File: src/source/qdr_defines.svh
`ifndef QDR_DEFINES_SVH
`define QDR_DEFINES_SVH

// Memory beat geometry, one lane covers 9 bits
`define QDR_DATA_WIDTH 36
`define QDR_BW_WIDTH 4
`define QDR_ADDR_WIDTH 22

// Cycles from the read command beat to the first returned beat
`define QDR_RD_LATENCY 2

// Queue depth and user credit count
`define QDR_CREDITS 4

// Calibration
`define QDR_CAL_TRIES 3
`define QDR_CAL_PATTERN {8'h00, 64'habcd_ef12_3456_7890}

`endif
File: src/source/qdr_pkg.sv
`default_nettype none

`include "qdr_defines.svh"

package qdr_pkg;

  // One user or calibration request, data and enables cover both beats
  typedef struct packed {
    logic                            wr;
    logic [`QDR_ADDR_WIDTH-1:0]      addr;
    logic [2*`QDR_DATA_WIDTH-1:0]    data;
    logic [2*`QDR_BW_WIDTH-1:0]      be;
  } qdr_req_t;

endpackage

`default_nettype wire

File: src/source/qdr_req_if.sv
`timescale 1ns/1ps
`default_nettype none

`include "qdr_defines.svh"

interface qdr_req_if import qdr_pkg::*; ();

  logic     valid;
  qdr_req_t req;
  // One pulse per request the scheduler has finished issuing
  logic     credit;

  modport source (
    output valid,
    output req,
    input  credit
  );

  modport sink (
    input  valid,
    input  req,
    output credit
  );

endinterface

`default_nettype wire

File: src/source/qdr_controller.sv
`timescale 1ns/1ps
`default_nettype none

`include "qdr_defines.svh"

module qdr_controller (
  input  wire                           clk0,
  input  wire                           qdr_rst,
  input  wire                           idelay_rdy,
  input  wire                           usr_rd_strb,
  input  wire                           usr_wr_strb,
  input  wire [`QDR_ADDR_WIDTH-1:0]     usr_addr,
  input  wire [2*`QDR_DATA_WIDTH-1:0]   usr_wr_data,
  input  wire [2*`QDR_BW_WIDTH-1:0]     usr_wr_be,
  output logic                          usr_credit,
  output logic [2*`QDR_DATA_WIDTH-1:0]  usr_rd_data,
  output logic                          usr_rd_dvld,
  output logic                          phy_rdy,
  output logic                          cal_fail,
  output logic [`QDR_DATA_WIDTH-1:0]    qdr_d,
  output logic [`QDR_ADDR_WIDTH-1:0]    qdr_sa,
  output logic                          qdr_w_n,
  output logic                          qdr_r_n,
  output logic [`QDR_BW_WIDTH-1:0]      qdr_bw_n,
  input  wire [`QDR_DATA_WIDTH-1:0]     qdr_q,
  input  wire                           qdr_qvld
);

  logic                          rst;
  logic                          cal_req;
  logic                          cal_wr;
  logic                          cal_busy;
  logic [2*`QDR_DATA_WIDTH-1:0]  cal_rd_data;
  logic                          cal_rd_vld;
  logic                          rd_issue;
  logic                          rd_is_cal;

  // Held in reset until the delay elements report ready
  assign rst = qdr_rst || !idelay_rdy;

  qdr_req_if u_req_if ();

  qdr_req_queue u_req_queue (
    .clk0        (clk0),
    .rst         (rst),
    .usr_rd_strb (usr_rd_strb),
    .usr_wr_strb (usr_wr_strb),
    .usr_addr    (usr_addr),
    .usr_wr_data (usr_wr_data),
    .usr_wr_be   (usr_wr_be),
    .usr_credit  (usr_credit),
    .req_if      (u_req_if.source)
  );

  qdr_calib u_calib (
    .clk0        (clk0),
    .rst         (rst),
    .cal_req     (cal_req),
    .cal_wr      (cal_wr),
    .cal_busy    (cal_busy),
    .cal_rd_data (cal_rd_data),
    .cal_rd_vld  (cal_rd_vld),
    .phy_rdy     (phy_rdy),
    .cal_fail    (cal_fail)
  );

  qdr_cmd_sched u_cmd_sched (
    .clk0      (clk0),
    .rst       (rst),
    .req_if    (u_req_if.sink),
    .phy_rdy   (phy_rdy),
    .cal_req   (cal_req),
    .cal_wr    (cal_wr),
    .cal_busy  (cal_busy),
    .qdr_d     (qdr_d),
    .qdr_sa    (qdr_sa),
    .qdr_w_n   (qdr_w_n),
    .qdr_r_n   (qdr_r_n),
    .qdr_bw_n  (qdr_bw_n),
    .rd_issue  (rd_issue),
    .rd_is_cal (rd_is_cal)
  );

  qdr_rd_return u_rd_return (
    .clk0        (clk0),
    .rst         (rst),
    .rd_issue    (rd_issue),
    .rd_is_cal   (rd_is_cal),
    .qdr_q       (qdr_q),
    .qdr_qvld    (qdr_qvld),
    .cal_rd_data (cal_rd_data),
    .cal_rd_vld  (cal_rd_vld),
    .usr_rd_data (usr_rd_data),
    .usr_rd_dvld (usr_rd_dvld)
  );

endmodule

`default_nettype wire

File: src/source/qdr_rd_return.sv
`timescale 1ns/1ps
`default_nettype none

`include "qdr_defines.svh"

module qdr_rd_return (
  input  wire                           clk0,
  input  wire                           rst,
  input  wire                           rd_issue,
  input  wire                           rd_is_cal,
  input  wire [`QDR_DATA_WIDTH-1:0]     qdr_q,
  input  wire                           qdr_qvld,
  output logic [2*`QDR_DATA_WIDTH-1:0]  cal_rd_data,
  output logic                          cal_rd_vld,
  output logic [2*`QDR_DATA_WIDTH-1:0]  usr_rd_data,
  output logic                          usr_rd_dvld
);

  localparam int PTR_W = $clog2(`QDR_CREDITS);

  // Tag per outstanding read, set for calibration reads
  logic                          tag_mem [`QDR_CREDITS];
  logic [PTR_W-1:0]              tag_wr;
  logic [PTR_W-1:0]              tag_rd;
  logic                          beat_hi;
  logic [`QDR_DATA_WIDTH-1:0]    lo_half;
  logic [2*`QDR_DATA_WIDTH-1:0]  word;
  logic                          done;

  assign done        = qdr_qvld && beat_hi;
  assign cal_rd_data = word;
  assign usr_rd_data = word;

  always_ff @(posedge clk0) begin
    if (rd_issue) begin
      tag_mem[tag_wr] <= rd_is_cal;
    end
    if (qdr_qvld && !beat_hi) begin
      lo_half <= qdr_q;
    end
    if (done) begin
      word <= {qdr_q, lo_half};
    end
  end

  always_ff @(posedge clk0) begin
    if (rst) begin
      tag_wr      <= '0;
      tag_rd      <= '0;
      beat_hi     <= 1'b0;
      cal_rd_vld  <= 1'b0;
      usr_rd_dvld <= 1'b0;
    end else begin
      if (rd_issue) begin
        tag_wr <= tag_wr + 1'b1;
      end
      if (qdr_qvld) begin
        beat_hi <= !beat_hi;
      end
      if (done) begin
        tag_rd <= tag_rd + 1'b1;
      end
      cal_rd_vld  <= done && tag_mem[tag_rd];
      usr_rd_dvld <= done && !tag_mem[tag_rd];
    end
  end

endmodule

`default_nettype wire

File: src/source/qdr_cmd_sched.sv
`timescale 1ns/1ps
`default_nettype none

`include "qdr_defines.svh"

module qdr_cmd_sched import qdr_pkg::*; (
  input  wire                         clk0,
  input  wire                         rst,
  qdr_req_if.sink                     req_if,
  input  wire                         phy_rdy,
  input  wire                         cal_req,
  input  wire                         cal_wr,
  output logic                        cal_busy,
  output logic [`QDR_DATA_WIDTH-1:0]  qdr_d,
  output logic [`QDR_ADDR_WIDTH-1:0]  qdr_sa,
  output logic                        qdr_w_n,
  output logic                        qdr_r_n,
  output logic [`QDR_BW_WIDTH-1:0]    qdr_bw_n,
  output logic                        rd_issue,
  output logic                        rd_is_cal
);

  localparam int PTR_W = $clog2(`QDR_CREDITS);
  localparam int CNT_W = $clog2(`QDR_CREDITS + 1);
  localparam int DW    = `QDR_DATA_WIDTH;
  localparam int BW    = `QDR_BW_WIDTH;

  qdr_req_t          pend_mem [`QDR_CREDITS];
  logic [PTR_W-1:0]  pend_wr;
  logic [PTR_W-1:0]  pend_rd;
  logic [CNT_W-1:0]  pend_cnt;
  // 0 idle, 1 first beat on the pins, 2 second beat on the pins
  logic [1:0]        ph;
  qdr_req_t          cur;
  logic              cur_cal;
  qdr_req_t          nxt;
  logic              start_cal;
  logic              start_usr;
  logic              start;

  // A new command may follow the second beat directly
  assign start_cal = !phy_rdy && cal_req && (ph != 2'd1);
  assign start_usr = phy_rdy && (pend_cnt != '0) && (ph != 2'd1);
  assign start     = start_cal | start_usr;

  always_comb begin
    if (start_cal) begin
      nxt.wr   = cal_wr;
      nxt.addr = '0;
      nxt.data = `QDR_CAL_PATTERN;
      nxt.be   = '1;
    end else begin
      nxt = pend_mem[pend_rd];
    end
  end

  assign req_if.credit = (ph == 2'd2) && !cur_cal;
  assign cal_busy      = (ph != 2'd0) && cur_cal;

  always_ff @(posedge clk0) begin
    if (req_if.valid) begin
      pend_mem[pend_wr] <= req_if.req;
    end
    if (start) begin
      cur <= nxt;
    end
  end

  always_ff @(posedge clk0) begin
    if (rst) begin
      pend_wr   <= '0;
      pend_rd   <= '0;
      pend_cnt  <= '0;
      ph        <= 2'd0;
      cur_cal   <= 1'b0;
      qdr_w_n   <= 1'b1;
      qdr_r_n   <= 1'b1;
      qdr_bw_n  <= '1;
      rd_issue  <= 1'b0;
      rd_is_cal <= 1'b0;
    end else begin
      if (req_if.valid) begin
        pend_wr <= pend_wr + 1'b1;
      end
      if (start_usr) begin
        pend_rd <= pend_rd + 1'b1;
      end
      pend_cnt <= pend_cnt + CNT_W'(req_if.valid) - CNT_W'(start_usr);
      rd_issue  <= start && !nxt.wr;
      rd_is_cal <= start_cal;
      if (start) begin
        ph       <= 2'd1;
        cur_cal  <= start_cal;
        qdr_sa   <= nxt.addr;
        qdr_d    <= nxt.data[DW-1:0];
        qdr_bw_n <= nxt.wr ? ~nxt.be[BW-1:0] : '1;
        qdr_w_n  <= !nxt.wr;
        qdr_r_n  <= nxt.wr;
      end else if (ph == 2'd1) begin
        // Second beat carries the high half on the same address
        ph       <= 2'd2;
        qdr_d    <= cur.data[2*DW-1:DW];
        qdr_bw_n <= cur.wr ? ~cur.be[2*BW-1:BW] : '1;
        qdr_w_n  <= 1'b1;
        qdr_r_n  <= 1'b1;
      end else begin
        ph       <= 2'd0;
        cur_cal  <= 1'b0;
        qdr_bw_n <= '1;
        qdr_w_n  <= 1'b1;
        qdr_r_n  <= 1'b1;
      end
    end
  end

endmodule

`default_nettype wire

File: src/source/qdr_calib.sv
`timescale 1ns/1ps
`default_nettype none

`include "qdr_defines.svh"

module qdr_calib (
  input  wire                           clk0,
  input  wire                           rst,
  output logic                          cal_req,
  output logic                          cal_wr,
  input  wire                           cal_busy,
  input  wire [2*`QDR_DATA_WIDTH-1:0]   cal_rd_data,
  input  wire                           cal_rd_vld,
  output logic                          phy_rdy,
  output logic                          cal_fail
);

  localparam int TRY_W = $clog2(`QDR_CAL_TRIES);

  typedef enum logic [2:0] {
    CAL_WR_REQ,
    CAL_WR_WAIT,
    CAL_RD_REQ,
    CAL_RD_WAIT,
    CAL_DONE,
    CAL_FAIL
  } cal_state_t;

  cal_state_t        state;
  logic [TRY_W-1:0]  tries;

  assign cal_req  = (state == CAL_WR_REQ) || (state == CAL_RD_REQ);
  assign cal_wr   = (state == CAL_WR_REQ);
  assign phy_rdy  = (state == CAL_DONE);
  assign cal_fail = (state == CAL_FAIL);

  always_ff @(posedge clk0) begin
    if (rst) begin
      state <= CAL_WR_REQ;
      tries <= '0;
    end else begin
      case (state)
        CAL_WR_REQ:  if (cal_busy) state <= CAL_WR_WAIT;
        CAL_WR_WAIT: if (!cal_busy) state <= CAL_RD_REQ;
        CAL_RD_REQ:  if (cal_busy) state <= CAL_RD_WAIT;
        CAL_RD_WAIT: begin
          if (cal_rd_vld) begin
            if (cal_rd_data == `QDR_CAL_PATTERN) begin
              state <= CAL_DONE;
            end else if (tries == TRY_W'(`QDR_CAL_TRIES - 1)) begin
              state <= CAL_FAIL;
            end else begin
              // Write the pattern again before the next read
              tries <= tries + 1'b1;
              state <= CAL_WR_REQ;
            end
          end
        end
        // Done and fail hold until reset
        default: state <= state;
      endcase
    end
  end

endmodule

`default_nettype wire

File: src/source/qdr_req_queue.sv
`timescale 1ns/1ps
`default_nettype none

`include "qdr_defines.svh"

module qdr_req_queue import qdr_pkg::*; (
  input  wire                           clk0,
  input  wire                           rst,
  input  wire                           usr_rd_strb,
  input  wire                           usr_wr_strb,
  input  wire [`QDR_ADDR_WIDTH-1:0]     usr_addr,
  input  wire [2*`QDR_DATA_WIDTH-1:0]   usr_wr_data,
  input  wire [2*`QDR_BW_WIDTH-1:0]     usr_wr_be,
  output logic                          usr_credit,
  qdr_req_if.source                     req_if
);

  localparam int PTR_W = $clog2(`QDR_CREDITS);
  localparam int CNT_W = $clog2(`QDR_CREDITS + 1);

  qdr_req_t           fifo_mem [`QDR_CREDITS];
  logic [PTR_W-1:0]   wr_ptr;
  logic [PTR_W-1:0]   rd_ptr;
  logic [CNT_W-1:0]   fifo_cnt;
  logic [CNT_W-1:0]   sched_cred;
  logic               push;
  logic               pop;

  assign push = usr_rd_strb | usr_wr_strb;
  // Present only while the scheduler has room for another request
  assign pop  = (fifo_cnt != '0) && (sched_cred != '0);

  assign req_if.valid = pop;
  assign req_if.req   = fifo_mem[rd_ptr];

  always_ff @(posedge clk0) begin
    if (push) begin
      fifo_mem[wr_ptr] <= '{wr: usr_wr_strb, addr: usr_addr, data: usr_wr_data, be: usr_wr_be};
    end
  end

  always_ff @(posedge clk0) begin
    if (rst) begin
      wr_ptr     <= '0;
      rd_ptr     <= '0;
      fifo_cnt   <= '0;
      sched_cred <= CNT_W'(`QDR_CREDITS);
      usr_credit <= 1'b0;
    end else begin
      if (push) begin
        wr_ptr <= wr_ptr + 1'b1;
      end
      if (pop) begin
        rd_ptr <= rd_ptr + 1'b1;
      end
      fifo_cnt   <= fifo_cnt + CNT_W'(push) - CNT_W'(pop);
      sched_cred <= sched_cred + CNT_W'(req_if.credit) - CNT_W'(pop);
      // Entry retires once its command has left the pins
      usr_credit <= req_if.credit;
    end
  end

endmodule

`default_nettype wire

File: config.mk
export PLATFORM = sky130hd
export DESIGN_NAME = qdr_controller
export DESIGN_NICKNAME = d
export VERILOG_FILES = /design/src/source/qdr_pkg.sv /design/src/source/qdr_req_if.sv /design/src/source/qdr_controller.sv /design/src/source/qdr_rd_return.sv /design/src/source/qdr_cmd_sched.sv /design/src/source/qdr_calib.sv /design/src/source/qdr_req_queue.sv
export VERILOG_INCLUDE_DIRS = /design/src /design/src/source
export SDC_FILE = /design/constraint.sdc
export NUM_CORES = 1
export LEC_CHECK = 0
export BUFFER_PORTS_ARGS = -buffer_cell sky130_fd_sc_hd__buf_2
export CELL_PAD_IN_SITES_DETAIL_PLACEMENT = 0
export CELL_PAD_IN_SITES_GLOBAL_PLACEMENT = 1
export CORE_ASPECT_RATIO = 0.7
export CORE_UTILIZATION = 53
export DETAILED_ROUTE_END_ITERATION = 8
export GPL_TIMING_DRIVEN = 0
export PLACE_DENSITY_LB_ADDON = 0.1
export SLEW_MARGIN = 20
export SYNTH_ARGS = -nofsm -noshare
export SYNTH_HDL_FRONTEND = slang
export SYNTH_SLANG_ARGS = --single-unit
File: constraint.sdc
create_clock -name clk0 -period 8.2 [get_ports clk0]
set_input_delay 0.41 -clock clk0 [delete_from_list [all_inputs] [get_ports clk0]]
set_output_delay 0.41 -clock clk0 [all_outputs]
set_load 0.05 [all_outputs]
==> flow_summary.json <==
{
  "fin_util": 0.652,
  "vias": 18472,
  "drv_cap": 0,
  "gp_congestion": 0.787,
  "min_period_ps": 3060,
  "mostFrequentLayoutCells": "edfxtp_1, buf_2, mux4_2",
  "grt_first_pass_wirelength_um": 121000,
  "ys_seq_area_frac": 0.819,
  "layout.cells.non_filler": 3260,
  "path_clk_slew_ps": 70,
  "clockPowerShare": 0.343,
  "clockBufferDepth": 3,
  "critical_path_required_ps": 8550,
  "die-height_um": 229,
  "rsz0062_at_grt": "no",
  "worst_pin_slew_ps": 991,
  "postCtsHoldBufs": 138,
  "dp.cells": 2937,
  "grt_use_met3": 0.0350,
  "initial_core_util": 0.541,
  "power.leakage_uw": 0.0156,
  "core_um2": 72300,
  "hold_path.class": "in -> reg",
  "maxSlewHeadroom": 0.334,
  "synth_area_per_cell_um2": 23.6,
  "p_per_area_nw_per_um2": 282,
  "layout.nets": 2375,
  "routed_wl_um": 82700,
  "fin_crit_sh": 0.374,
  "fin_skew_ps": 20.1,
  "final_common_cell": "edfxtp_1",
  "post-cts-setup-buffers": 0,
  "drc_errors": 0,
  "syn-cell-area_um2": 39100,
  "p_sw_frac": 0.230,
  "drive_gt1_frac": 0.327,
  "hpwl_um": 54300,
  "detail-route-antenna-nets": 0,
  "wl_per_cell_um": 25.4,
  "track_usage": 0.224,
  "dieArea_um2": 74900,
  "criticalPathCategory": "reg -> reg",
  "async_flop_share": 0,
  "syn_nets": 1820,
  "hold_violations": 0,
  "antenna_found_initial": 5,
  "ctsResizeCount": 0,
  "fmaxAchievable_mhz": 326,
  "cts_tree": "done",
  "met1_usage": 0.337,
  "area_growth_pct": 20.6,
  "use_met2": 0.351,
  "boundaryPins": 284,
  "synthDistinctLibCells": 54,
  "grt_pass1_vias": 18918,
  "clock_sinks": 1082,
  "worstSetupEndpointType": "flip-flop",
  "crit_fanout": 19,
  "die_w_um": 327,
  "peakVddDrop_v": 0.000185,
  "grt_max_degree": 51,
  "overflow": 0,
  "fp-row-count": 82,
  "ys_ff_latch": 1082,
  "grt-busiest-layer": "met2",
  "maxSlewViolCount": 0,
  "cts_made_buffers": 98,
  "first_iter_violations": 1746,
  "yosys_warnings": 0,
  "setup_viol": 0,
  "synth_flop_cell": "edfxtp_1",
  "io_buffers": 283,
  "cp-start-kind": "flip-flop",
  "status": "finished, final reports clean",
  "cts_root_buf": "clkbuf_16",
  "crit_arrival_ps": 3420,
  "clkLatencyLatePin_ps": 650,
  "p_sw_uw": 3050,
  "syn_inst": 1654,
  "p_int_uw": 10200,
  "pwr-share-comb": 0.132,
  "dr.pass1.iters": 7,
  "cts_max_level": 3,
  "seqPwrFrac": 0.524,
  "vias_per_cell": 5.67,
  "synth_edf_count": 1035
}
-- area by class of cell --
cell class / instances / area, µm²
sequential: 1082 / 32000
buffer: 66 / 329
timing repair buffer: 455 / 3560
clock inverter: 61 / 617
tap: 966 / 1210
multi-input combinational: 484 / 6750
clock buffer: 121 / 2600
inverter: 22 / 87.6
antenna: 3 / 7.51
fill: 4820 / 25100
-- power by group through the flow --
stage	sequential (µW)	clock (µW)	combinational, µW
2_1_floorplan	7160	0	1040
3_3_place_gp	7160	0	1590
3_5_place_dp	7090	0	1740
4_1_cts	6980	4650	1800
6_report	6970	4560	1760
5_1_grt	7020	4860	1890
-- metrics by stage --
stage | setup TNS [ps] | total power (µW) | instance area, µm² | setup slack (ps) | hold WS, ps
floorplan | 0 | 8200 | 39100 | 2510 | 400
global placement | -1012220 | 8760 | 41700 | -2500 | 400
detailed placement | 0 | 8830 | 42600 | 5120 | 405
CTS | 0 | 13400 | 47200 | 5100 | 10.6
global route | 0 | 13800 | 47200 | 4970 | 54.5
finish | 0 | 13300 | 47200 | 5140 | 54.3
-- synth_stat cells (2+ instances only) --
master     count  area share
and3_1         2     0.00032
nor3_1         8      0.0010
nor2_1        35      0.0034
and2_1        54      0.0086
nand2_1       11      0.0011
clkbuf_1      30      0.0029
nand2b_1       3     0.00048
nor4bb_1       6      0.0015
buf_2         23      0.0029
nor2b_1        7      0.0011
xor2_1         4     0.00090
dfxtp_1       47       0.024
fa_1           3      0.0015
buf_1          6     0.00058
inv_1         20      0.0019
o21ai_0        5     0.00064
mux4_2       207        0.12
or2_2         23      0.0037
mux2i_1        3     0.00077
and4b_1        5      0.0013
o22a_1        14      0.0031
buf_6          5      0.0014
nand4_1        4     0.00064
buf_4          2     0.00038
ha_1          19      0.0061
a22o_1        22      0.0049
a21oi_1        4     0.00051
edfxtp_1    1035        0.79
nor4_1         3     0.00048
a2bb2oi_1      4     0.00090
nand3_1        3     0.00038
xnor2_1       12      0.0027
nor4b_1        4     0.00090
-- worst paths after layout --
kind	from	end	slack, ps	cells after the start
setup / recovery	u_cmd_sched.pend_cnt[1]	u_cmd_sched.qdr_d[21]	5140	7
hold / removal	usr_wr_strb	u_req_queue.fifo_mem[0][102]	50	1
setup reg to reg	u_cmd_sched.pend_cnt[1]	u_cmd_sched.qdr_d[21]	5140	7
hold reg to reg	u_rd_return.lo_half[4]	u_rd_return.cal_rd_data[4]	420	0
-- critical path: stages (launching register included) --
cell and delay, ps:
dfxtp_1 420, nor3_1 100, o21ai_0 150, nand2_1 440, clkbuf_1 490, a21oi_4 740
buf_16 230, buf_8 160
-- cell families after synthesis --
family,share of synthesized area
xor gates and xnor gates,0.00358
and+or+nand+nor,0.0280
AOI/OAI and AO/OA,0.0115
muxes,0.120
buffers and inverters,0.0105
DFF,0.819
adders and majority gates,0.00761
-- routing by layer --
| metal | vias up | wire (µm) |
|---|---|---|
| met2 | 525 | 39600 |
| met1 | 9855 | 37100 |
| met3 | 100 | 4550 |
| met5 | - | 0 |
| met4 | 0 | 1380 |
| li1 | 7992 | - |
-- state kept, by name (all words and copies together), names as in the netlist, 3 cells and up, named ones only --
name / flops
u_calib.state: 3
u_cmd_sched.cur: 41
u_cmd_sched.pend_cnt: 3
u_cmd_sched.pend_mem: 412
u_cmd_sched.qdr_bw_n: 4
u_cmd_sched.qdr_d: 36
u_cmd_sched.qdr_sa: 22
u_rd_return.cal_rd_data: 72
u_rd_return.lo_half: 36
u_rd_return.tag_mem: 4
u_req_queue.fifo_cnt: 3
u_req_queue.fifo_mem: 412
u_req_queue.sched_cred: 3
(Power assumes the default switching activity.)
